### config.mk
export PLATFORM = sky130hd
export DESIGN_NAME = alu_execute
export DESIGN_NICKNAME = d
export VERILOG_FILES = /design/src/source/rv_pkg.sv /design/src/source/alu_execute.sv
export SDC_FILE = /design/constraint.sdc
export NUM_CORES = 1
export LEC_CHECK = 0
export CAP_MARGIN = 0
export CORE_UTILIZATION = 41
export CTS_CLUSTER_DIAMETER = 200
export CTS_CLUSTER_SIZE = 24
export DETAILED_ROUTE_END_ITERATION = 12
export DONT_BUFFER_PORTS = 1
export GPL_TIMING_DRIVEN = 1
export SETUP_SLACK_MARGIN = 0.2
export SYNTH_ARGS = -nofsm -noshare
export SYNTH_HDL_FRONTEND = slang
export SYNTH_SLANG_ARGS = --single-unit
### constraint.sdc
create_clock -name clk -period 7.3 [get_ports clk]
set_input_delay 0.365 -clock clk [delete_from_list [all_inputs] [get_ports clk]]
set_output_delay 0.365 -clock clk [all_outputs]
set_load 0.02 [all_outputs]
### src/source/rv_pkg.sv
package rv_pkg;

	// datapath width, rv64
	localparam int xlen = 64;
	// register index, x0..x31
	localparam int reg_addr_w = 5;
	// byte address, 1 KiB program space
	localparam int pc_w = 10;
	// memory organised as 64-bit lines
	localparam int mem_words = 128;
	localparam int mem_addr_w = 7;
	// one instruction is half a line
	localparam int inst_w = 32;
	// rv64 shift amount
	localparam int shamt_w = 6;

	// major opcodes handled by this slice
	localparam logic [6:0] opcode_op = 7'b0110011;
	localparam logic [6:0] opcode_op_imm = 7'b0010011;

	// funct3 codes, shared by register and immediate forms
	localparam logic [2:0] f3_add = 3'b000;
	localparam logic [2:0] f3_sll = 3'b001;
	localparam logic [2:0] f3_slt = 3'b010;
	localparam logic [2:0] f3_sltu = 3'b011;
	localparam logic [2:0] f3_xor = 3'b100;
	localparam logic [2:0] f3_sr = 3'b101;
	localparam logic [2:0] f3_or = 3'b110;
	localparam logic [2:0] f3_and = 3'b111;

	// funct7 bit index that turns add into sub and srl into sra
	localparam int f7_alt = 5;

	// alu operation select
	typedef enum logic [3:0] {
		add,
		sub,
		slt,
		sltu,
		and_op,
		or_op,
		xor_op,
		sll,
		srl,
		sra
	} alu_op_e;

	// one instruction word, read as r-type or i-type
	// funct7 overlays imm12[11:5], so srai keeps its alt bit in the r view
	typedef union packed {
		struct packed {
			logic [6:0] funct7;
			logic [4:0] rs2;
			logic [4:0] rs1;
			logic [2:0] funct3;
			logic [4:0] rd;
			logic [6:0] opcode;
		} r;
		struct packed {
			logic [11:0] imm12;
			logic [4:0] rs1;
			logic [2:0] funct3;
			logic [4:0] rd;
			logic [6:0] opcode;
		} i;
	} inst_word_u;

endpackage
### src/source/alu_execute.sv
module alu_execute import rv_pkg::*; (
	input logic clk,
	input logic rst,
	input logic id_valid,
	input alu_op_e id_op,
	input logic [xlen-1:0] id_a,
	input logic [xlen-1:0] id_b,
	input logic [reg_addr_w-1:0] id_rd,
	input logic [pc_w-1:0] id_pc,
	output logic id_ready,
	output logic ex_valid,
	output logic [xlen-1:0] ex_value,
	output logic [reg_addr_w-1:0] ex_rd,
	output logic [pc_w-1:0] ex_pc,
	input logic ex_ready
);

	logic [shamt_w-1:0] shamt;
	logic [xlen-1:0] result;

	// rv64 shifts look at six bits only
	assign shamt = id_b[shamt_w-1:0];

	always_comb begin
		case (id_op)
			add: result = id_a + id_b;
			sub: result = id_a - id_b;
			slt: result = {{(xlen-1){1'b0}}, $signed(id_a) < $signed(id_b)};
			sltu: result = {{(xlen-1){1'b0}}, id_a < id_b};
			and_op: result = id_a & id_b;
			or_op: result = id_a | id_b;
			xor_op: result = id_a ^ id_b;
			sll: result = id_a << shamt;
			srl: result = id_a >> shamt;
			sra: result = xlen'($signed(id_a) >>> shamt);
			default: result = id_a + id_b;
		endcase
	end

	// accept while empty or while the held result leaves
	assign id_ready = !ex_valid || ex_ready;

	always_ff @(posedge clk) begin
		if (rst) begin
			ex_valid <= 1'b0;
		end else if (id_valid && id_ready) begin
			ex_valid <= 1'b1;
		end else if (ex_ready) begin
			ex_valid <= 1'b0;
		end
	end

	always_ff @(posedge clk) begin
		if (id_valid && id_ready) begin
			ex_value <= result;
			ex_rd <= id_rd;
			ex_pc <= id_pc;
		end
	end

	// decode holds its issued operation steady while this stage stalls
	a_in_stable: assert property (@(posedge clk) disable iff (rst)
		(id_valid && !id_ready) |=>
		(id_valid && $stable(id_op) && $stable(id_a) && $stable(id_b)
		&& $stable(id_rd) && $stable(id_pc)));

endmodule

==> metrics.yaml <==
sta:
  finalSetupTns_ns: 0
  post-route-min-period_ns: 4.74
  skew_ns: 0.0103
  rsz0062_at_grt: "false"
  max_freq_mhz: 211
  setup_viol: 0
  hold_viol_final: 0
  worst-slew-pin-transition_ns: 1.31
  fin_crit_sh_pct: 65.0
  slew_viol_final: 0
  slew_headroom_pct: 11.7
layout:
  diodes: 0
  fin_nets: 3046
  final_layout_size_suffix_gt1_share_pct: 8.28
  final_area_um2: 22200
  areaGrowthSynthToFinish_pct: 1.63
  fin_util_pct: 42.2
setup_path:
  critical_path_class: "input port to flip-flop"
  cpMostUsedCell: "a21oi_1"
  critical_path.top_delay_family: "compound AO/OA/AOI/OAI gates"
  slowest_stage: "a2111oi_0"
  critPathRequiredTime_ns: 7.44
  path_cells: "inv_1 -> ha_1 -> o21bai_1 -> a21oi_1 -> a2111oi_0 -> o21ai_0 -> a21oi_1 -> o311ai_1 -> a311oi_1 -> o2111ai_1 -> a311oi_1 -> a21oi_1"
  path_buf_inv: 1
  slowest_delay_ns: 0.80
  end_kind: "flip-flop"
  startpoint_type: "input port"
  crit_fanout: 135
  cp_data_arrival_time_ns: 4.89
synth:
  synth_top_area_share_pct: 12.0
  synthFlopType: "edfxtp_1"
  yosys_warnings: 0
  synth-seq-cells: 80
  ys_async_sr_fraction_pct: 0
  yosysSeqAreaShare_pct: 11.0
  synth_area_leaders: "mux4_2, ha_1, edfxtp_1"
  synth-simple-area-share_pct: 18.5
  yosysTopAreaCell: "mux4_2"
  netlist_instances: 2884
  synth_edf_count: 79
  synth_top_family_by_area: "compound AO/OA/AOI/OAI gates"
  synth_common_cells: "nor2_1, a21oi_1, nand2_1"
  synth_xor_area_share_pct: 0.321
  postSynthAreaPerCell_um2: 7.56
  synthMuxAreaShare_pct: 19.3
  synth_compound_area_share_pct: 31.2
  syn_area_um2: 21800
  synth_fa_ha_area_share_pct: 11.3
  syn-num-nets: 3230
  synthDistinctLibCells: 85
  yosysMostFrequentCell: "nor2_1"
clocking:
  post_cts.repair.setup_buffers: 0
  clk_pin_slew_worst_paths_ns: 0.08
  htree_levels: 3
  clk_latency_ns: 0.39
  ctsHoldBuffers: 0
  root_buffer: "clkbuf_16"
  cts_resized: 0
  clockBufferDepth: 2
  cts_buffers: 9
  clock_sinks: 80
  tritoncts: "built"
hold_path:
  hold_class: "input port to flip-flop"
placement:
  place_hpwl_um: 92100
  place_congestion: 1.05
  io_buffer_count: 0
  post_dp_cell_area_um2: 21900
grt:
  grt_use_total_pct: 42.6
  antenna_found_initial: 7
  grt_pass1_vias: 22700
  grt-ovfl-total: 0
  grt_pass1_wl_um: 167000
  grt_max_degree: 136
floorplan:
  num_rows: 84
  ios: 232
  core_area_um2: 52600
  fp.dieH_um: 233
  initial_core_util_pct: 41.5
  die_w_um: 233
  die_area_um2: 54100
run:
  cap_violations: 0
routing:
  route.detailed.drc: 0
  routed_wl_um: 118000
  avgViaCountPerCell: 7.25
  firstDrtPassIters: 6
  wl_per_cell_um: 34.9
  drt_iter0_markers: 3602
  vias: 24600
  route.antenna.remaining_nets: 0
run_status:
  status: "finished, final reports clean"
pwr:
  powerDensity_nw_per_um2: 127
  ir_drop_mv: 0.110
  p_leak_uw: 0.00872
## layout make-up
| class | instances | area [um^2] |
|---|---|---|
| timing repair buffer | 30 | 225 |
| clock inverter | 6 | 61.3 |
| tap | 688 | 861 |
| inverter | 209 | 787 |
| multi-input combinational | 2370 | 17600 |
| clock buffer | 10 | 229 |
| fill | 5475 | 30400 |
| sequential | 80 | 2390 |
## worst register-to-register path, stage by stage, from the launching register on
cell,delay (ns)
dfxtp_1,0.38
nand2b_1,0.26
and2_4,0.42
buf_4,0.67
## routing by layer
layer | track usage (%) | share of wire, % | wire length (um)
met3 | 9.82 | 9.9 | 11700
met5 | 0 | 0.048 | 57
met1 | 54.0 | 39 | 46400
met2 | 66.8 | 45 | 52800
met4 | 22.7 | 6.2 | 7350
## state kept, by name, indices dropped and copies added, names as in the netlist
signal / count
ex_valid: 1
ex_rd: 5
ex_pc: 10
ex_value: 64
## where the power goes
group,leakage [uW],switching (uW),total [uW],internal (uW)
Combinational,0.00780,1080,1650,566
Sequential,0.000774,82.7,660,578
Clock,0.000142,231,495,264
## cells by family after synthesis
logic type / after synthesis
AOI/OAI and AO/OA: 1016
and+or+nand+nor: 909
buffers and inverters: 434
muxes: 242
adders and majority gates: 195
DFF: 80
xor gates and xnor gates: 8
## stage by stage
stage          hold WS, ns  std cells  setup WS [ns]  power, uW
2_1_floorplan        0.434       2884           2.30       1790
3_3_place_gp         0.436       3377           2.39       2250
3_5_place_dp         0.437       3377           2.34       2240
4_1_cts             0.0340       3393           2.75       2750
5_1_grt             0.0348       3393           2.42       2900
6_report            0.0416       3393           2.56       2800
## layout by cell type (no fill, tap or decap), types with 9 or more instances in the layout
cell	instances
nor2_1	415
nor2b_1	23
nand2b_1	18
or3_1	22
a221oi_1	55
mux2_2	23
and3_1	14
nand3_1	38
o221ai_1	29
and2_1	16
inv_1	205
o21a_1	13
o211ai_1	43
a21oi_1	283
nand4_1	21
o21ai_0	177
mux4_1	19
a21o_1	32
edfxtp_1	79
buf_4	30
nor3_1	51
o2111ai_1	16
ha_1	193
a31oi_1	29
o21bai_1	48
a211oi_1	62
a211o_1	11
mux2i_1	84
or2_2	11
nor4_1	34
mux4_2	116
o211a_1	9
o22ai_1	37
nand2_1	213
o221a_2	10
a2111oi_0	19
o31ai_1	37
a221o_1	23
clkbuf_16	9
## path summary, 6_finish.rpt
check                                      startpoint                     end  slack [ns]  cells past startpoint
worst max-delay path                          id_b[1]  ex_value[63]$_DFFE_PP_        2.56                     12
worst min-delay path                              rst   ex_valid$_SDFFE_PP0P_        0.04                      1
worst max register to register  ex_valid$_SDFFE_PP0P_  ex_value[58]$_DFFE_PP_        5.10                      3
worst min register to register  ex_valid$_SDFFE_PP0P_   ex_valid$_SDFFE_PP0P_        0.78                      2
(Power assumes the default switching activity.)
