--- src/source/rv_pkg.sv ---
package rv_pkg;

	// datapath width, rv64
	localparam int xlen = 64;
	// register index, x0..x31
	localparam int reg_addr_w = 5;
	// byte address, 1 KiB program space
	localparam int pc_w = 10;
	// memory organised as 64-bit lines
	localparam int mem_words = 128;
	localparam int mem_addr_w = 7;
	// one instruction is half a line
	localparam int inst_w = 32;
	// rv64 shift amount
	localparam int shamt_w = 6;

	// major opcodes handled by this slice
	localparam logic [6:0] opcode_op = 7'b0110011;
	localparam logic [6:0] opcode_op_imm = 7'b0010011;

	// funct3 codes, shared by register and immediate forms
	localparam logic [2:0] f3_add = 3'b000;
	localparam logic [2:0] f3_sll = 3'b001;
	localparam logic [2:0] f3_slt = 3'b010;
	localparam logic [2:0] f3_sltu = 3'b011;
	localparam logic [2:0] f3_xor = 3'b100;
	localparam logic [2:0] f3_sr = 3'b101;
	localparam logic [2:0] f3_or = 3'b110;
	localparam logic [2:0] f3_and = 3'b111;

	// funct7 bit index that turns add into sub and srl into sra
	localparam int f7_alt = 5;

	// alu operation select
	typedef enum logic [3:0] {
		add,
		sub,
		slt,
		sltu,
		and_op,
		or_op,
		xor_op,
		sll,
		srl,
		sra
	} alu_op_e;

	// one instruction word, read as r-type or i-type
	// funct7 overlays imm12[11:5], so srai keeps its alt bit in the r view
	typedef union packed {
		struct packed {
			logic [6:0] funct7;
			logic [4:0] rs2;
			logic [4:0] rs1;
			logic [2:0] funct3;
			logic [4:0] rd;
			logic [6:0] opcode;
		} r;
		struct packed {
			logic [11:0] imm12;
			logic [4:0] rs1;
			logic [2:0] funct3;
			logic [4:0] rd;
			logic [6:0] opcode;
		} i;
	} inst_word_u;

endpackage
--- src/source/writeback_result.sv ---
module writeback_result import rv_pkg::*; (
	input logic clk,
	input logic rst,
	input logic ex_valid,
	input logic [xlen-1:0] ex_value,
	input logic [reg_addr_w-1:0] ex_rd,
	input logic [pc_w-1:0] ex_pc,
	output logic ex_ready,
	input logic [reg_addr_w-1:0] rs1_addr,
	input logic [reg_addr_w-1:0] rs2_addr,
	output logic [xlen-1:0] rs1_data,
	output logic [xlen-1:0] rs2_data,
	output logic wb_en,
	output logic [reg_addr_w-1:0] wb_rd,
	output logic [xlen-1:0] wb_value,
	output logic retire_valid,
	output logic [pc_w-1:0] retire_pc,
	output logic [reg_addr_w-1:0] retire_rd,
	output logic [xlen-1:0] retire_value,
	input logic retire_ready
);

	// x1..x31, x0 is not stored
	logic [xlen-1:0] regs [1:31];

	// retire slot empty or draining
	assign ex_ready = !retire_valid || retire_ready;

	// write and scoreboard clear on the accept edge
	assign wb_en = ex_valid && ex_ready;
	assign wb_rd = ex_rd;
	assign wb_value = ex_value;

	// scoreboard keeps reads behind writes, no bypass
	assign rs1_data = (rs1_addr == '0) ? '0 : regs[rs1_addr];
	assign rs2_data = (rs2_addr == '0) ? '0 : regs[rs2_addr];

	always_ff @(posedge clk) begin
		// writes to x0 vanish
		if (wb_en && wb_rd != '0) begin
			regs[wb_rd] <= wb_value;
		end
	end

	always_ff @(posedge clk) begin
		if (rst) begin
			retire_valid <= 1'b0;
		end else if (wb_en) begin
			retire_valid <= 1'b1;
		end else if (retire_ready) begin
			retire_valid <= 1'b0;
		end
	end

	// x0 records still carry the computed value
	always_ff @(posedge clk) begin
		if (wb_en) begin
			retire_pc <= ex_pc;
			retire_rd <= ex_rd;
			retire_value <= ex_value;
		end
	end

endmodule

--- config.mk ---
export PLATFORM = sky130hd
export DESIGN_NAME = writeback_result
export DESIGN_NICKNAME = d
export VERILOG_FILES = /design/src/source/rv_pkg.sv /design/src/source/writeback_result.sv
export SDC_FILE = /design/constraint.sdc
export NUM_CORES = 2
export LEC_CHECK = 0
export ABC_AREA = 0
export BUFFER_PORTS_ARGS = -buffer_cell sky130_fd_sc_hd__clkbuf_2
export CAP_MARGIN = 5
export CORE_AREA = 2 2 465 467
export CTS_CLUSTER_DIAMETER = 200
export DETAILED_ROUTE_END_ITERATION = 8
export DIE_AREA = 0 0 467 469
export PLACE_DENSITY = 0.62
export SETUP_SLACK_MARGIN = 0.15
export SLEW_MARGIN = 30
export SYNTH_ARGS = -nofsm -noshare
export SYNTH_HDL_FRONTEND = slang
export SYNTH_SLANG_ARGS = --single-unit
--- constraint.sdc ---
create_clock -name clk -period 6.2 [get_ports clk]
set_input_delay 0.93 -clock clk [delete_from_list [all_inputs] [get_ports clk]]
set_output_delay 0.93 -clock clk [all_outputs]
set_load 0.1 [all_outputs]
==> summary.md <==
| Metric | Value |
|---|---|
| Status | `completed` |
| Fin. max-slew vios | `0` |
| Top Layer Used | `met5` |
| Pwr Density | `298 nW/µm²` |
| HP Class | `in2reg` |
| Hold Fails Final Rpt | `0` |
| Mapped Area | `95,600 µm²` |
| Placer congestion estimate | `0.811` |
| Peak per-stage delay on the critical path | `between 0.6 and 0.7 ns` |
| EDFF count, synth | `2,063` |
| Hold Crit Start | `rst` |
| Synth Warn # | `0` |
| Sw Pwr | `8560 µW` |
| Detailed placer's ending HPWL | `171 mm` |
| Wire length per cell | `approximately 34 µm` |
| CTS max path bufs | `3` |
| Register area share after synthesis | `64.8%` |
| Largest net degree at the start of global routing | `around 110` |
| Ys flop type | `edfxtp_1` |
| Setup violation total in the final timing report | `0` |
| Most common cell after layout, fill and taps aside | `edfxtp_1` |
| Setup ws final | `1.21 ns` |
| Worst slew margin | `a little over a quarter` |
| First-pass GRT wire length | `432 mm` |
| Inserted Clock Buffers | `220` |
| Avg Vias per Cell | `6.59` |
| Critical path class | `in2out` |
| Crit-path cells | `buf_8 > buf_4 > mux2i_1 > a221oi_1 > a211oi_1 > a31oi_1 > clkbuf_2` |
| Sw frac | `26.5%` |
| Period utilisation layout | `80.5%` |
| WP data required | `5.27 ns` |
| IO Pins | `372` |
| Worst vdd ir | `0.316 mV` |
| Most frequent cells in the layout | `2,063 x edfxtp_1, 1,076 x mux2i_1, 440 x mux4_2, 368 x a22oi_1, 362 x clkbuf_2` |
| Yosys reg bits | `2,064` |
| Reg power frac | `48.1%` |
| DRC Markers | `0` |
| # Post-CTS Setup Buffers | `0` |
| Critical path's slowest cell | `buf_8` |
| Met3 WL | `25.0 mm` |
| DR iter-0 viols | `6,978` |
| Vias post-DR | `about 60,000` |
| Detail Route Antenna Nets | `0` |
| Clock root buffer | `clkbuf_16` |
| Initial antenna violation count | `5` |
| Cell internal pwr | `23,700 µW` |
| Max Freq | `200 MHz` |
| Asr flop ratio synth | `0%` |
| Setup TNS | `0 ns` |
| H-tree depth | `4` |
| Worst setup SP type | `input port` |
| Logic pwr share | `12.0%` |
| GRT Resource Usage Total | `between 20% and 30%` |
| Total wire length | `between 300 and 400 mm` |
| Mean Syn Cell Area | `16.8 µm²` |
| Total congestion overflow | `0` |
| Area Overhead vs Synth | `13.2%` |
| I/O Buffers | `approximately 370` |
| NumNets Final | `a little over 6,000` |
| DRT Pass-1 Iters | `6` |
| Synth cell types | `39` |
| Slew @ Worst Pin | `1.10 ns` |
| Metal1 wirelength | `121 mm` |
| Crit. End Element | `output pin` |
| Met2 wire len | `149 mm` |
| Std-Cell Rows | `170` |
| Max Cap Viol | `0` |
| Overall die area | `roughly 220,000 µm²` |
| Max FO, Critical Path | `69` |
| Post-cts sizing count | `0` |
| Minimum clock period | `4.99 ns` |
| Core Area | `214,000 µm²` |
| Number of global-route vias before repair | `58,997` |
| R2R Path Start | `retire_valid` |
| Num Clock Sinks | `2,064` |
| Critical Path AT | `4.06 ns` |
| Post-Synthesis Cells | `between 5,000 and 6,000` |
| CTS tree | `done` |
| # hold bufs at CTS | `0` |
| Clk pwr share | `39.9%` |
| Die height | `469 µm` |
| RSZ-0062 raised after global routing | `no` |
| Clock skew | `between 0.02 and 0.03 ns` |
| Worst-path clk slew | `0.06 ns` |
| Net count after synthesis | `roughly 5,800` |
| Leakage | `between 0.03 and 0.04 µW` |
| Layout cells sized above 1 | `a little under a quarter` |
| Initial Util | `44.7%` |
| Pre-CTS setup slack | `1.26 ns` |
| Critical Path Source | `rs2_addr[0]` |
| Clk_lat worst skew | `0.87 ns` |
| Die Width | `around 470 µm` |
## critical path: cells and delay by family
family,cells,cell delay (ns)
AO/OA/AOI/OAI,3,1.03
multiplexers,1,0.15
buffers and inverters,3,1.77
## final timing paths
check / to / slack (ns) / cells past startpoint
setup / recovery: rs2_data[29] / 1.21 / 7
hold / removal: retire_valid / 0.21 / 2
setup reg to reg: regs[5][42] / 2.99 / 6
hold reg to reg: retire_valid / 0.53 / 2
## flip-flops by register name (all words and copies together), names as in the netlist
| signal | flops |
|---|---|
| regs | 1984 |
| retire_pc | 10 |
| retire_rd | 5 |
| retire_valid | 1 |
| retire_value | 64 |
## cell usage after synthesis, drive strengths merged (28+ instances only)
master	number	share of area (%)
mux4	440	10
clkbuf	221	0.87
mux2	28	0.33
a221oi	28	0.26
a32o	63	0.66
buf	303	2.0
o221ai	36	0.33
nor3	37	0.19
edfxtp	2063	65
nand2	233	0.91
o21ai	65	0.34
a211oi	128	1.0
a31oi	64	0.42
mux2i	1076	11
a21oi	165	0.86
a21o	28	0.22
a22oi	368	2.9
nor2	140	0.55
nor2b	43	0.28
a211o	36	0.33
a22o	109	1.0
## metal layers
| metal | vias to the layer above | track usage, % |
|---|---|---|
| met5 | - | 0 |
| met4 | 2 | 10.5 |
| li1 | 24120 | - |
| met2 | 3148 | 45.5 |
| met3 | 648 | 4.28 |
| met1 | 31345 | 36.8 |
## stage by stage
| step | cell area [µm²] | utilization (%) | instances | hold WS, ns | power [µW] |
|---|---|---|---|---|---|
| floorplan | 95700 | - | 5700 | 0.999 | 18500 |
| global placement | 101000 | 47.3 | 8581 | 0.501 | 19700 |
| detailed placement | 101000 | 47.3 | 8585 | 0.523 | 19700 |
| CTS | 108000 | 50.6 | 8992 | 0.151 | 32500 |
| global route | 108000 | 50.6 | 8994 | 0.177 | 33100 |
| finish | 108000 | 50.6 | 8997 | 0.211 | 32300 |
## layout make-up
cell class	instances	area, µm²
diodes	4	10.0
clock buffers	257	5730
clock inverters	150	1250
fillers	17459	106000
inverters	3	15.0
multi-input cells	3109	31300
flip-flops and latches	2064	62000
well taps	2838	3550
repair buffers	572	4380
## kinds of logic (layout without fill, tap and decap cells)
kind of cell	after synthesis	count (layout)	synth area share, %
flip-flops	2064	2064	64.8
multiplexers	1544	1544	22.0
AO/OA/AOI/OAI	1092	1092	8.34
buffers and inverters	527	982	2.83
AND/OR/NAND/NOR	473	473	2.08
other	0	4	0
## power by group through the flow
stage | sequential (µW) | clock, µW | combinational [µW]
floorplan | 16000 | 0 | 2490
global placement | 15800 | 0 | 3840
detailed placement | 15800 | 0 | 3860
CTS | 15500 | 13100 | 3870
global route | 15500 | 13600 | 4010
finish | 15500 | 12900 | 3880
No activity file was read; power rests on OpenSTA's default activity.
