===== config.mk =====
export PLATFORM = sky130hd
export DESIGN_NAME = inst_decode
export DESIGN_NICKNAME = d
export VERILOG_FILES = /design/src/source/rv_pkg.sv /design/src/source/inst_decode.sv
export SDC_FILE = /design/constraint.sdc
export NUM_CORES = 1
export LEC_CHECK = 0
export ABC_CLOCK_PERIOD_IN_PS = 19500
export BUFFER_PORTS_ARGS = -buffer_cell sky130_fd_sc_hd__buf_2
export CAP_MARGIN = 20
export CORE_AREA = 4 4 146 148
export CTS_BUF_LIST = sky130_fd_sc_hd__clkbuf_8
export DETAILED_ROUTE_END_ITERATION = 6
export DIE_AREA = 0 0 150 152
export PLACE_DENSITY = 0.77
export SETUP_SLACK_MARGIN = 0.2
export SLEW_MARGIN = 0
export SYNTH_ARGS = -nofsm -noshare
export SYNTH_HDL_FRONTEND = slang
export SYNTH_SLANG_ARGS = --single-unit

===== constraint.sdc =====
create_clock -name clk -period 19.5 [get_ports clk]
set_input_delay 0 -clock clk [delete_from_list [all_inputs] [get_ports clk]]
set_output_delay 0 -clock clk [all_outputs]
set_load 0.005 [all_outputs]

===== src/source/rv_pkg.sv =====
package rv_pkg;

	// datapath width, rv64
	localparam int xlen = 64;
	// register index, x0..x31
	localparam int reg_addr_w = 5;
	// byte address, 1 KiB program space
	localparam int pc_w = 10;
	// memory organised as 64-bit lines
	localparam int mem_words = 128;
	localparam int mem_addr_w = 7;
	// one instruction is half a line
	localparam int inst_w = 32;
	// rv64 shift amount
	localparam int shamt_w = 6;

	// major opcodes handled by this slice
	localparam logic [6:0] opcode_op = 7'b0110011;
	localparam logic [6:0] opcode_op_imm = 7'b0010011;

	// funct3 codes, shared by register and immediate forms
	localparam logic [2:0] f3_add = 3'b000;
	localparam logic [2:0] f3_sll = 3'b001;
	localparam logic [2:0] f3_slt = 3'b010;
	localparam logic [2:0] f3_sltu = 3'b011;
	localparam logic [2:0] f3_xor = 3'b100;
	localparam logic [2:0] f3_sr = 3'b101;
	localparam logic [2:0] f3_or = 3'b110;
	localparam logic [2:0] f3_and = 3'b111;

	// funct7 bit index that turns add into sub and srl into sra
	localparam int f7_alt = 5;

	// alu operation select
	typedef enum logic [3:0] {
		add,
		sub,
		slt,
		sltu,
		and_op,
		or_op,
		xor_op,
		sll,
		srl,
		sra
	} alu_op_e;

	// one instruction word, read as r-type or i-type
	// funct7 overlays imm12[11:5], so srai keeps its alt bit in the r view
	typedef union packed {
		struct packed {
			logic [6:0] funct7;
			logic [4:0] rs2;
			logic [4:0] rs1;
			logic [2:0] funct3;
			logic [4:0] rd;
			logic [6:0] opcode;
		} r;
		struct packed {
			logic [11:0] imm12;
			logic [4:0] rs1;
			logic [2:0] funct3;
			logic [4:0] rd;
			logic [6:0] opcode;
		} i;
	} inst_word_u;

endpackage

===== src/source/inst_decode.sv =====
module inst_decode import rv_pkg::*; (
	input logic clk,
	input logic rst,
	input logic if_valid,
	input inst_word_u if_inst,
	input logic [pc_w-1:0] if_pc,
	output logic if_ready,
	output logic [reg_addr_w-1:0] rs1_addr,
	output logic [reg_addr_w-1:0] rs2_addr,
	input logic [xlen-1:0] rs1_data,
	input logic [xlen-1:0] rs2_data,
	input logic wb_en,
	input logic [reg_addr_w-1:0] wb_rd,
	output logic id_valid,
	output alu_op_e id_op,
	output logic [xlen-1:0] id_a,
	output logic [xlen-1:0] id_b,
	output logic [reg_addr_w-1:0] id_rd,
	output logic [pc_w-1:0] id_pc,
	input logic id_ready
);

	logic is_op;
	logic is_imm;
	logic is_shift;
	logic alt;
	alu_op_e op;
	logic [xlen-1:0] opnd_b;
	logic [reg_addr_w-1:0] rd;
	logic [(1 << reg_addr_w)-1:0] busy;
	logic [(1 << reg_addr_w)-1:0] busy_next;
	logic hazard;
	logic issue;

	assign is_op = if_inst.r.opcode == opcode_op;
	assign is_imm = if_inst.i.opcode == opcode_op_imm;
	assign is_shift = if_inst.r.funct3 == f3_sll || if_inst.r.funct3 == f3_sr;
	// funct7 bit 5 doubles as imm12[10] for srai
	assign alt = if_inst.r.funct7[f7_alt];

	// register file read is combinational in result stage
	assign rs1_addr = if_inst.r.rs1;
	assign rs2_addr = if_inst.r.rs2;

	// unknown opcodes retire as a write to x0
	assign rd = (is_op || is_imm) ? if_inst.r.rd : '0;

	always_comb begin
		case (if_inst.r.funct3)
			// addi has no sub form
			f3_add: op = (is_op && alt) ? sub : add;
			f3_sll: op = sll;
			f3_slt: op = slt;
			f3_sltu: op = sltu;
			f3_xor: op = xor_op;
			f3_sr: op = alt ? sra : srl;
			f3_or: op = or_op;
			f3_and: op = and_op;
			default: op = add;
		endcase
		if (!(is_op || is_imm)) begin
			op = add;
		end
	end

	// second operand is rs2, shamt or sign-extended imm12
	always_comb begin
		if (is_op) begin
			opnd_b = rs2_data;
		end else if (is_shift) begin
			opnd_b = {{(xlen-shamt_w){1'b0}}, if_inst.i.imm12[shamt_w-1:0]};
		end else begin
			opnd_b = {{(xlen-12){if_inst.i.imm12[11]}}, if_inst.i.imm12};
		end
	end

	// stall while a source or rd still waits for writeback
	assign hazard = ((is_op || is_imm) && busy[rs1_addr]) || (is_op && busy[rs2_addr])
		|| busy[rd];
	assign if_ready = !hazard && (!id_valid || id_ready);
	assign issue = if_valid && if_ready;

	// clear first so that a same-edge set wins
	always_comb begin
		busy_next = busy;
		if (wb_en) begin
			busy_next[wb_rd] = 1'b0;
		end
		if (issue && rd != '0) begin
			busy_next[rd] = 1'b1;
		end
	end

	always_ff @(posedge clk) begin
		if (rst) begin
			busy <= '0;
			id_valid <= 1'b0;
		end else begin
			busy <= busy_next;
			if (issue) begin
				id_valid <= 1'b1;
			end else if (id_ready) begin
				id_valid <= 1'b0;
			end
		end
	end

	always_ff @(posedge clk) begin
		if (issue) begin
			id_op <= op;
			id_a <= rs1_data;
			id_b <= opnd_b;
			id_rd <= rd;
			id_pc <= if_pc;
		end
	end

endmodule


==> results.md <==
- Drt first pass iters: 5
- CP Buf/Inv Count: 2
- CTS Buf Count: 17
- Total number of H-tree levels: 4
- Starting Density: 39.5%
- CP Capture Type: register
- Design area: 11700 sq um
- Total core area: 20000 sq um
- Number of placed I/O pins: 339
- Async S/R FF share, synth: 0%
- Die Span Y: 152 um
- Drt wl/cell: 21.8 um
- Final core occ: 58.6%
- Critical path's slowest cell: buf_4
- Skew final: 25.7 ps
- Setup Viol. Count Final: 0
- Cells after DPL: 1145
- Crit path kind: reg2reg
- Final Max Tran Viols: 0
- Fillers: 1601
- Total power: 819 uW
- Clk buf depth: 2
- Clock transition at path regs: 100 ps
- Min-delay worst type: in2reg
- Syn nets: 760
- Via count: 7266
- IO buf count: 338
- Worst Setup SP: busy[1]
- Maxcap violations: 0
- CP top delay family: buffers and inverters
- Die area: 22800 sq um
- Fmax achieved: 0.222 GHz
- Placed instance area: 9760 sq um
- Final worst path period share: 23.1%
- Cell area after synthesis: 7920 sq um
- Drt first-iter violations: 720
- Pwr per Cell Area: 69.7 nW/um^2
- Die width: 150 um
- Maximum vdd drop: 0.0338 mV
- Crit-path cells: mux2_4 > a221oi_2 > o2bb2ai_1 > a222oi_1 > nand3_2 > nor3_2 > buf_4 > buf_4
- WP data required: 19570 ps
- Synth unique cells: 60
- Rows: 52
- WP data arrival: 4570 ps
- Clock sink total: 180
- Post-cts sizing count: 0
- Fraction of layout cells with a size suffix above 1: 38.7%
- DRC Markers: 0
- Tmin final: 4500 ps
- Initial antenna violation count: 10
- Nets: 1232
- Most used DFF post-synth: edfxtp_1
- Vias in the first global route: 7234
- Yosys reg bits: 180
- Via density per instance: 5.40
- Reg2reg start: busy[1]
- Post-synthesis sequential area ratio: 64.0%
- Avg Cell Area, Syn: 13.7 sq um
- Final WL: 29400 um
- Fin. Hold Viols: 0
- Root Buffer: clkbuf_8
- ANT nets after route: 0
- EDFF count, synth: 147
- Layout Cells excl Fill: 1346
- Outcome: finished, final reports clean
- GRT Util Overall: 24.7%
- Final GP Congestion: 0.908
- Syn-to-layout area delta: 48.2%
- CTS tree: yes
- DP Wirelength: 19400 um
- Global-route wire length before repair: 42800 um
- Least-Margin Pin Slew: 948 ps
- Pleak: 0.00511 uW
- Global route overflow: 0
- Synth warn: 0
- Largest net degree at the start of global routing: 77
- Critical Path Start Type: register
- Crit path largest cell delay: 870 ps
- Synthesized instance count: 580
- Unrepaired setup endpoints after global routing: no
- Rel. slew slack: 36.8%
- Fin Setup TNS: 0 ps
- Critical Path Most Common Cell: buf_4
- Hold Crit Start: wb_rd[3]
- Max FO, Critical Path: 76
- Clk_lat worst skew: 460 ps
## worst register-to-register path, stage by stage (launching register included)
cell and delay, ps:
dfxtp_1 360, mux2_4 280, a221oi_2 270, o2bb2ai_1 90
a222oi_1 410, nand3_2 640, nor3_2 350, buf_4 720
buf_4 940
## placed cells by master (no fill, tap or decap), types with 2 or more instances in the layout
master | synthesis | layout
a2111oi_0 | 2 | 2
a21o_1 | 53 | 53
a21oi_1 | 2 | 2
a22oi_1 | 4 | 4
a311oi_1 | 2 | 2
and2_1 | 2 | 2
and3_1 | 10 | 9
buf_2 | 7 | 338
buf_4 | 11 | 4
clkbuf_8 | 0 | 17
clkinv_4 | 0 | 2
dfxtp_1 | 33 | 33
diode_2 | 0 | 11
dlygate4sd3_1 | 0 | 157
edfxtp_1 | 147 | 147
inv_1 | 6 | 7
inv_6 | 0 | 5
inv_8 | 0 | 4
mux2_1 | 2 | 2
mux2_2 | 11 | 11
mux2i_1 | 17 | 17
mux4_2 | 10 | 10
nand2_1 | 38 | 38
nand2b_1 | 5 | 5
nand3_1 | 8 | 8
nand3b_1 | 24 | 24
nand4_1 | 2 | 2
nor2_1 | 19 | 18
nor2b_1 | 25 | 25
nor3_1 | 6 | 5
nor3b_1 | 9 | 9
nor4_1 | 2 | 2
o2111ai_1 | 11 | 11
o21ai_0 | 32 | 32
o2bb2ai_1 | 2 | 2
o31ai_1 | 4 | 4
o41ai_1 | 14 | 14
o41ai_2 | 4 | 4
or3_1 | 2 | 2
## sequential cells by signal, indices dropped and copies added (netlist names)
| register | flops |
|---|---|
| id_a | 64 |
| busy | 32 |
| id_rd | 5 |
| id_op | 4 |
| id_valid | 1 |
| id_pc | 10 |
| id_b | 64 |
## report_power, final
part	leakage, uW	internal [uW]	switching [uW]	total [uW]
sequential	0.00170	441	6.89	448
clock	0.000197	96.6	158	254
combinational	0.00320	59.0	58.1	117
## final cells by class
type                    count  area, sq um  share of cell area [%]
repair buffers            500         3300                    28.1
clock buffers              17          234                    1.99
multi-input cells         347         2600                    22.1
diodes                     11         27.5                   0.234
well taps                 270          338                    2.88
clock inverters            15          150                    1.28
inverters                   6         22.5                   0.192
flip-flops and latches    180         5070                    43.2
## through the flow
stage | setup slack, ps | hold slack (ps)
floorplan | 7010 | 80.8
global placement | 15150 | 177
detailed placement | 15110 | 178
CTS | 15070 | 4.85
global route | 14760 | 25.5
finish | 15000 | 27.4
## Yosys cell counts, types with 2 or more instances
cell type  count  area share [%]
nor2b_1       25             2.0
mux2i_1       17             2.1
and2_1         2            0.16
a22oi_1        4            0.38
mux4_2        10             2.8
nand2_1       38             1.8
buf_6          2            0.28
o2111ai_1     11             1.2
mux2_1         2            0.28
o2bb2ai_1      2            0.22
or3_1          2            0.16
a21o_1        53             5.0
a21oi_1        2            0.13
nor3b_1        9            0.85
a311oi_1       2            0.22
nand3_1        8            0.51
a2111oi_0      2            0.22
clkbuf_1      27             1.3
inv_1          6            0.28
buf_2          7            0.44
o41ai_1       14             1.5
edfxtp_1     147              56
mux2_2        11             1.6
nand3b_1      24             2.3
nand2b_1       5            0.39
nand4_1        2            0.16
o41ai_2        4            0.82
nor4_1         2            0.16
nor2_1        19            0.90
dfxtp_1       33             8.3
nor3_1         6            0.38
buf_4         11             1.0
and3_1        10            0.79
o31ai_1        4            0.38
o21ai_0       32             2.0
## routing by layer
metal	track usage, %	part of all wire (%)
met5	0	0.044
met4	11.2	3.6
met1	28.4	35
met2	43.1	52
met3	6.20	8.9
## kinds of logic after synthesis
kind of cell    share of synthesized area, %
buf+inv                                 3.33
mux                                     7.03
compound gates                          13.8
flops                                   64.0
xor+xnor                               0.221
simple gates                            11.6
## timing repair
action,in CTS,in global routing
hold buffers,157,0
hold endpoints to repair,149,0
buffers inserted,0,0
setup endpoints to repair,0,0
## worst paths after layout
path                    to  slack [ps]  depth (start not counted)
hold reg to reg    busy[3]         540                          2
hold / removal    busy[14]          30                          4
setup reg to reg  id_a[20]       15000                          8
setup / recovery  id_a[20]       15000                          8
No activity file was read; power rests on OpenSTA's default activity.
