==> src/source/rv_pkg.sv <==
package rv_pkg;

	// datapath width, rv64
	localparam int xlen = 64;
	// register index, x0..x31
	localparam int reg_addr_w = 5;
	// byte address, 1 KiB program space
	localparam int pc_w = 10;
	// memory organised as 64-bit lines
	localparam int mem_words = 128;
	localparam int mem_addr_w = 7;
	// one instruction is half a line
	localparam int inst_w = 32;
	// rv64 shift amount
	localparam int shamt_w = 6;

	// major opcodes handled by this slice
	localparam logic [6:0] opcode_op = 7'b0110011;
	localparam logic [6:0] opcode_op_imm = 7'b0010011;

	// funct3 codes, shared by register and immediate forms
	localparam logic [2:0] f3_add = 3'b000;
	localparam logic [2:0] f3_sll = 3'b001;
	localparam logic [2:0] f3_slt = 3'b010;
	localparam logic [2:0] f3_sltu = 3'b011;
	localparam logic [2:0] f3_xor = 3'b100;
	localparam logic [2:0] f3_sr = 3'b101;
	localparam logic [2:0] f3_or = 3'b110;
	localparam logic [2:0] f3_and = 3'b111;

	// funct7 bit index that turns add into sub and srl into sra
	localparam int f7_alt = 5;

	// alu operation select
	typedef enum logic [3:0] {
		add,
		sub,
		slt,
		sltu,
		and_op,
		or_op,
		xor_op,
		sll,
		srl,
		sra
	} alu_op_e;

	// one instruction word, read as r-type or i-type
	// funct7 overlays imm12[11:5], so srai keeps its alt bit in the r view
	typedef union packed {
		struct packed {
			logic [6:0] funct7;
			logic [4:0] rs2;
			logic [4:0] rs1;
			logic [2:0] funct3;
			logic [4:0] rd;
			logic [6:0] opcode;
		} r;
		struct packed {
			logic [11:0] imm12;
			logic [4:0] rs1;
			logic [2:0] funct3;
			logic [4:0] rd;
			logic [6:0] opcode;
		} i;
	} inst_word_u;

endpackage
==> src/source/inst_fetch.sv <==
module inst_fetch import rv_pkg::*; (
	input logic clk,
	input logic rst,
	input logic run,
	output logic arvalid,
	output logic [mem_addr_w-1:0] araddr,
	input logic arready,
	input logic rvalid,
	input logic [xlen-1:0] rdata,
	input logic rresp,
	output logic rready,
	output logic if_valid,
	output inst_word_u if_inst,
	output logic [pc_w-1:0] if_pc,
	input logic if_ready
);

	logic [pc_w-1:0] pc;
	// pc of the read in flight
	logic [pc_w-1:0] req_pc;
	logic rd_pending;
	logic [inst_w-1:0] half;

	// one read at a time, and only with an empty buffer
	assign arvalid = run && !rd_pending && !if_valid;
	// drop the byte offset, sram is line addressed
	assign araddr = pc[pc_w-1:3];
	// take the response when the buffer is free or draining
	assign rready = !if_valid || if_ready;

	// pc bit 2 picks the upper word
	assign half = req_pc[2] ? rdata[2*inst_w-1:inst_w] : rdata[inst_w-1:0];

	always_ff @(posedge clk) begin
		if (rst) begin
			pc <= '0;
			rd_pending <= 1'b0;
		end else if (arvalid && arready) begin
			// wraps at the top of the 1 KiB space
			pc <= pc + pc_w'(4);
			rd_pending <= 1'b1;
		end else if (rvalid && rready) begin
			rd_pending <= 1'b0;
		end
	end

	always_ff @(posedge clk) begin
		if (arvalid && arready) begin
			req_pc <= pc;
		end
	end

	// one-entry instruction buffer towards decode
	always_ff @(posedge clk) begin
		if (rst) begin
			if_valid <= 1'b0;
		end else if (rvalid && rready) begin
			if_valid <= 1'b1;
		end else if (if_ready) begin
			if_valid <= 1'b0;
		end
	end

	always_ff @(posedge clk) begin
		if (rvalid && rready) begin
			if_inst <= inst_word_u'(half);
			if_pc <= req_pc;
		end
	end

	// sram has no error path
	a_rresp_ok: assert property (@(posedge clk) disable iff (rst)
		rvalid |-> rresp);

	// a response only ever answers our own request
	a_no_stray_resp: assert property (@(posedge clk) disable iff (rst)
		rvalid |-> rd_pending);

endmodule

==> config.mk <==
export PLATFORM = sky130hd
export DESIGN_NAME = inst_fetch
export DESIGN_NICKNAME = d
export VERILOG_FILES = /design/src/source/rv_pkg.sv /design/src/source/inst_fetch.sv
export SDC_FILE = /design/constraint.sdc
export NUM_CORES = 1
export LEC_CHECK = 0
export BUFFER_PORTS_ARGS = -buffer_cell sky130_fd_sc_hd__buf_2
export CORE_MARGIN = 5
export CORE_UTILIZATION = 45
export DETAILED_ROUTE_END_ITERATION = 10
export PLACE_DENSITY_LB_ADDON = 0.12
export SYNTH_ARGS = -nofsm -noshare
export SYNTH_HDL_FRONTEND = slang
export SYNTH_SLANG_ARGS = --single-unit
==> constraint.sdc <==
create_clock -name clk -period 2.2 [get_ports clk]
set_input_delay 0.55 -clock clk [delete_from_list [all_inputs] [get_ports clk]]
set_output_delay 0.55 -clock clk [all_outputs]
set_load 0.01 [all_outputs]
==> results.md, run 1 <==
* Status: finished, final reports clean
* Most common cell after layout, fill and taps aside: buf_2
* GR Util All Layers at 0.1394
* Critical path cell sequence: nor3b_1 -> buf_2
* Delay of the slowest cell on the worst path at 0.33 ns
* Kind of start point of the critical path: flop
* Metal-1 WL at around 1.8 mm
* Endpoints failing hold at 0
* Layout area overhead at 34.81%
* Total power at 2.479 mW
* Int Pwr at 1.973 mW
* CTS buffer count at 9
* Die H at 82.49 um
* Sw Share at 0.2043
* CTS Sinks at 58
* Final setup viols at 0
* ANT cells at 0
* RSZ-0062 raised after global routing: no
* First-pass GRT wire length at 6.824 mm
* Most frequent cells in the layout: 119 x buf_2, 48 x edfxtp_1, 32 x mux2_2, 11 x clkbuf_8, 10 x dfxtp_1
* Highest Signal Layer: met4
* Crit path DAT at 0.99 ns
* Avg Inst Size Synth at about 16 um^2
* IO Port Bufs at 119
* Slew Viols, Final at 0
* Placed Cells at 325
* Final #Nets at 338
* Flops & latches, synth at 58
* Area occupied by multi-input gates at 611.8 um^2
* Cell area after layout at between 0.003 and 0.004 mm^2
* Final clock skew at 0.004604 ns
* Ports at between 100 and 150
* Post-Synth Simple-Gate Area at 0.05397
* Synth Area in XOR/XNOR at 0.003704
* Seq pwr share at 0.514
* Synth Flop Type: edfxtp_1
* Async S/R FF share, synth at 0
* Layout cells sized above 1 at 0.6273
* Number of global-route vias before repair at between 1,000 and 1,500
* Vias/cell at 4.657
* Row cnt at 26
* Critical path class: reg2out
* Adder-cell share of the synthesized area at 0.005291
* Top delay family on crit path: flip-flops
* Initial antenna violation count at 0
* Tmin final at 1.537 ns
* Worst-skew pair later-pin latency at 0.32 ns
* Fin crit share at 0.6989
* Die W at ~82 um
* Hold Path Class: reg2reg
* DR WL met3 at 495 um
* H-tree depth at 3
* Cts repair resizes at 0
* Die ar. at 0.006805 mm^2
* YS warnings at 0
* Buffer levels on the longest clock path at 2
* Met2 routed WL at roughly 2.4 mm
* CTS Hold Bufs at 0
* CTS root buffer: clkbuf_8
* Gate power share at 0.100
* CP Capture Type: output pin
* Leak Pwr at 1.345 nW
* Post-Synthesis Cell Area at ~0.0024 mm^2
* Data required time of the worst path at 1.65 ns
* Congestion Overflow GR at 0
* Worst-path maximum fanout at 4
* Slowest CP cell: dfxtp_1
* Mux cell area share after synthesis at 0.1571
* Cell count after synthesis at 147
* WL final at 4.815 mm
* Pre-antenna DRT Iters at 3
* Number of flops mapped to enable cells by yosys at 48
* Unique masters post-synth at 26
* Initial Utilization at 0.4630
* RD Place Congestion at 0.7445
* CORE AREA at 0.005107 mm^2
* Postcts setup bufs at 0
* Iter 0 DRT Violations at 85
* Post-synthesis compound-gate area fraction at 0.03492
* Antenna-violating nets left at 0
* Pwr/cell area at 777.6 mW/mm^2
* Detail Placement HPWL at 3.632 mm
* Final TNS setup at 0 ns
* Max cap viols at 0
* Switching power at 506.4 uW
* Clk pin slew, worst setup/hold paths at 0.06 ns
* Main combinational cell family by area after synthesis: multiplexers
* Fmax achieved at between 600 and 700 MHz
* Sequential Area at 0.001642 mm^2
* Vias at 1,588
* CTS tree: yes
* Seq/Total Area, Yosys at 0.6942
* Largest net degree at the start of global routing at 41
* Peak supply drop at 538.0 uV
* Clock share of power at 0.386
* Final Util at 0.6242
* Residual DRC count at 0
* Post-DP Area at 0.002990 mm^2
* WL per Instance at 14.12 um
* # fillers at 431
* Non-filler instance count after layout at 341
* WP buf/inv at 1
==> final cells by class <==
| class | count | area share |
|---|---|---|
| timing repair buffer | 122 | 0.1978 |
| tap | 70 | 0.02747 |
| clock inverter | 2 | 0.01099 |
| sequential | 58 | 0.5149 |
| multi-input combinational | 70 | 0.1919 |
| inverter | 5 | 0.005887 |
| clock buffer | 14 | 0.05102 |
==> sequential cells by signal (all words and copies together), names as in the netlist <==
signal / count
if_inst: 32
if_pc: 8
pc: 8
req_pc: 8
if_valid: 1
rd_pending: 1
==> cell families after synthesis <==
logic type,after synthesis
mux,33
fa+ha+maj,1
flops,58
buf+inv,20
xor+xnor,1
other cells,1
simple gates,19
compound gates,14
==> cells in the mapped netlist (2+ instances only) <==
cell	count	area, um^2
mux2_2	32	360.4
buf_4	10	75.07
inv_1	5	18.77
or4_1	3	22.52
dfxtp_1	10	200.2
or3_1	2	12.51
o21ai_0	2	10.01
nor2_1	2	7.510
clkbuf_1	2	7.510
edfxtp_1	48	1441
o31ai_1	3	22.52
buf_2	3	15.01
a21oi_1	8	40.04
nand3_1	2	10.01
nand2_1	4	15.01
==> layer usage <==
metal	vias to the layer above	GRT usage
met5	-	0
met3	12	0.04230
li1	780	-
met2	68	0.2324
met4	0	0.08824
met1	728	0.1547
==> power by group through the flow <==
stage / Sequential (mW) / Clock, mW / Combinational (mW)
6_report: 1.27 / 0.958 / 0.247
5_1_grt: 1.28 / 1.04 / 0.271
4_1_cts: 1.28 / 0.988 / 0.252
3_5_place_dp: 1.30 / 0 / 0.252
3_3_place_gp: 1.30 / 0 / 0.248
2_1_floorplan: 1.33 / 0 / 0.0943
==> through the flow <==
stage	hold WS, ns	setup slack [ns]
finish	0.4177	0.6625
global route	0.4281	0.5740
CTS	0.4204	0.6383
detailed placement	0.4056	0.5021
global placement	0.4014	0.5094
floorplan	0.4003	0.04681
==> path summary, 6_finish.rpt <==
kind | start | end | slack, ns | cells after the start
worst min register to register | req_pc[7] | if_pc[7] | 0.42 | 0
worst min-delay path | req_pc[7] | if_pc[7] | 0.42 | 0
worst max register to register | rd_pending | pc[9] | 0.75 | 3
worst max-delay path | if_valid | arvalid | 0.66 | 2
No activity file was read; power rests on OpenSTA's default activity.
==> inputs of run 2 (changes only) <==
- ABC_AREA: unset -> 1
- CORE_UTILIZATION: 45 -> 41
- clock period: 2.2 -> 1.4 ns (I/O delays scaled with it)
==> results.md, run 2 <==
* Vias/cell at 4.500 (-3.4%)
* Clk pin slew, worst setup/hold paths at 0.06 ns (about the same)
* Leak Pwr at 1.396 nW (+3.8%)
* Met2 routed WL at 2.573 mm (+5.1%)
* WL per Instance at 13.66 um (-3.2%)
* CTS root buffer: clkbuf_8
* Area occupied by multi-input gates at 629.4 um^2 (+2.9%)
* Cell area after layout at 0.003232 mm^2 (+1.4%)
* Sw Share at 0.2217 (+0.01744)
* Total power at 3.685 mW (+49%)
* Tmin final at ~1.3 ns
* GR Util All Layers at 0.1354 (-0.003983)
* Slew Viols, Final at 0 (unchanged)
* Die W at 86.45 um (+4.8%)
* Post-Synthesis Cell Area at 0.002396 mm^2 (+1.3%)
* Initial antenna violation count at 0 (unchanged)
* Hold depth at 2 (+2)
* RSZ-0062 raised after global routing: no
* RD Place Congestion at 0.7626 (+2.4%)
* CTS buffer count at 9 (unchanged)
* Top post-synthesis cells by count: 48 x edfxtp_1, 29 x mux2_2, 20 x nand2_1, 11 x nor2_1, 10 x dfxtp_1
* Fin crit share at 0.9302
* Pwr/cell area at 1140 mW/mm^2 (+47%)
* Synth area leaders: edfxtp_1 60%, mux2_2 14%, dfxtp_1 8.4%, nand2_1 3.1%, buf_4 2.8%
* Metal-1 WL at 1.875 mm (+6.0%)
* Pre-antenna DRT Iters at 4 (+1)
* Data required time of the worst path at 1.05 ns (-0.60 ns)
* Buffer levels on the longest clock path at 2 (unchanged)
* Cell count after synthesis at 165 (+12%)
* Async S/R FF share, synth at 0 (unchanged)
* Ports at 123 (unchanged)
* Number of flops mapped to enable cells by yosys at 48 (unchanged)
* Highest Signal Layer: met4
* Detail Placement HPWL at 3.823 mm (+5.2%)
* Largest register FFs at 32 (unchanged)
* Critical path cell sequence: nor2_4 -> nand2_1 -> inv_1 -> buf_2
* Endpoints failing hold at 0 (unchanged)
* Hold Path Class: in2reg
* Gate power share at 0.113 (+0.013)
* Flops & latches, synth at 58 (unchanged)
* Area leader, netlist: edfxtp_1
* WL final at 4.974 mm (+3.3%)
* Antenna-violating nets left at 0 (unchanged)
* Peak supply drop at 544.5 uV (+1.2%)
* CTS Hold Bufs at 0 (unchanged)
* Worst R2R Path Depth at 7 (+4)
* H-tree depth at 3 (unchanged)
* Avg Inst Size Synth at 14.52 um^2 (-9.7%)
* Clock share of power at 0.342 (-0.044)
* Iter 0 DRT Violations at 53 (-38%)
* YS warnings at 0 (unchanged)
* Top delay family on crit path: flip-flops
* CTS tree: yes
* Sequential Area at 0.001645 mm^2 (+0.23%)
* Final setup viols at 0 (unchanged)
* Most common cell after layout, fill and taps aside: buf_2
* Residual DRC count at 0 (unchanged)
* Unique masters post-synth at 21 (-19%)
* Fmax achieved at 767.9 MHz
* Layout area overhead at 34.88% (about the same)
* DR WL met3 at 407 um (-18%)
* Congestion Overflow GR at 0 (unchanged)
* Number of global-route vias before repair at 1,628 (+14%)
* Status: finished, final reports clean
* IO Port Bufs at 119 (unchanged)
* Int Pwr at 2.868 mW (+45%)
* Vias at 1,638 (+3.1%)
* Max cap viols at 0 (unchanged)
* Most frequent cells in the layout: 119 x buf_2, 48 x edfxtp_1, 29 x mux2_2, 18 x nand2_1, 11 x nor2_1
* Final #Nets at 359 (+6.2%)
* Seq/Total Area, Yosys at 0.6851 (-0.009062)
* Largest net degree at the start of global routing at 34 (-17%)
* Worst-path maximum fanout at 3 (-1)
* Post-DP Area at 0.003057 mm^2 (+2.2%)
* Switching power at 816.9 uW (+61%)
* Number of cells on the critical path at 4 (+2)
* Top cell type's share of synthesized area at 0.6016 (-0.007957)
* Critical path class: reg2out
* Die ar. at 0.007473 mm^2 (+9.8%)
* Seq pwr share at 0.545 (+0.031)
* ANT cells at 0 (unchanged)
* # fillers at 486 (+13%)
* Most numerous cell in the Yosys netlist: edfxtp_1
* Die H at 86.45 um (+4.8%)
* Initial Utilization at 0.4273 (-0.03574)
* Delay of the slowest cell on the worst path at 0.36 ns (+0.03 ns)
* Slowest CP cell: dfxtp_4
* Worst-skew pair later-pin latency at 0.31 ns (about the same)
* First-pass GRT wire length at 7.700 mm (+13%)
* Kind of start point of the critical path: flop
* Final clock skew at 0.004366 ns (-0.0002377 ns)
* Row cnt at 27 (+3.8%)
* Layout cells sized above 1 at 0.5993 (-0.02799)
* CTS Sinks at 58 (unchanged)
* Crit path DAT at 0.95 ns (-0.04 ns)
* Most flops, register: if_inst
* CORE AREA at 0.005608 mm^2 (+9.8%)
* CP Capture Type: output pin
* WP buf/inv at 2 (+1)
* Synth Flop Type: edfxtp_1
## run 2: timing repair
action,in CTS,in global routing
resized for setup,1,0
setup endpoints to repair,1,1
endpoints found under the hold margin,0,0
pin swaps,0,1
gates cloned,0,0
buffers inserted,0,1
## run 2: area by class of cell
class                           count  area share
Timing Repair Buffer              123      0.2013
Tap cell                           72     0.02787
Multi-Input combinational cell     85      0.1947
Inverter                           10     0.01665
Sequential cell                    58      0.5091
Clock buffer                       12     0.04491
Clock inverter                      4    0.005420
## run 2: path summary, 6_finish.rpt
kind	end	startpoint	slack [ns]
worst max-delay path	arvalid	if_valid	0.1
worst min-delay path	if_valid	rst	0.23
worst max register to register	pc[8]	pc[3]	0.17
worst min register to register	if_pc[4]	req_pc[4]	0.42
## run 2: routing by layer
| layer | GRT usage | vias to the layer above |
|---|---|---|
| li1 | - | 820 |
| met5 | 0 | - |
| met3 | 0.04087 | 10 |
| met1 | 0.1459 | 745 |
| met2 | 0.2337 | 63 |
| met4 | 0.07932 | 0 |
## run 2: logic make-up (layout without fill, tap and decap cells)
| family | after synthesis | after routing | share of synthesized area |
|---|---|---|---|
| simple gates | 40 | 40 | 0.07467 |
| fa+ha+maj | 1 | 1 | 0.005221 |
| flops | 58 | 58 | 0.6851 |
| other cells | 1 | 2 | 0.001565 |
| mux | 32 | 32 | 0.1504 |
| compound gates | 10 | 10 | 0.02088 |
| buf+inv | 23 | 149 | 0.06214 |
## run 2: per-stage QoR
step	worst slack (ns)	hold WS [ns]	util	setup TNS (ns)	cells
6_report	0.09777	0.2268	0.5763	0	364
5_1_grt	0.01106	0.2095	0.5763	0	364
4_1_cts	0.0009525	0.2115	0.5750	0	363
3_5_place_dp	0.1408	0.4066	0.5451	0	347
3_3_place_gp	0.1483	0.4023	0.5451	0	347
2_1_floorplan	-0.05786	0.4003	-	-2.315	166
## run 2: power by group through the flow
stage	registers (mW)	logic (mW)	clock network, mW
global placement	2.04	0.415	0
detailed placement	2.05	0.420	0
floorplan	2.09	0.161	0
CTS	2.01	0.422	1.31
finish	2.01	0.416	1.26
global route	2.02	0.454	1.41
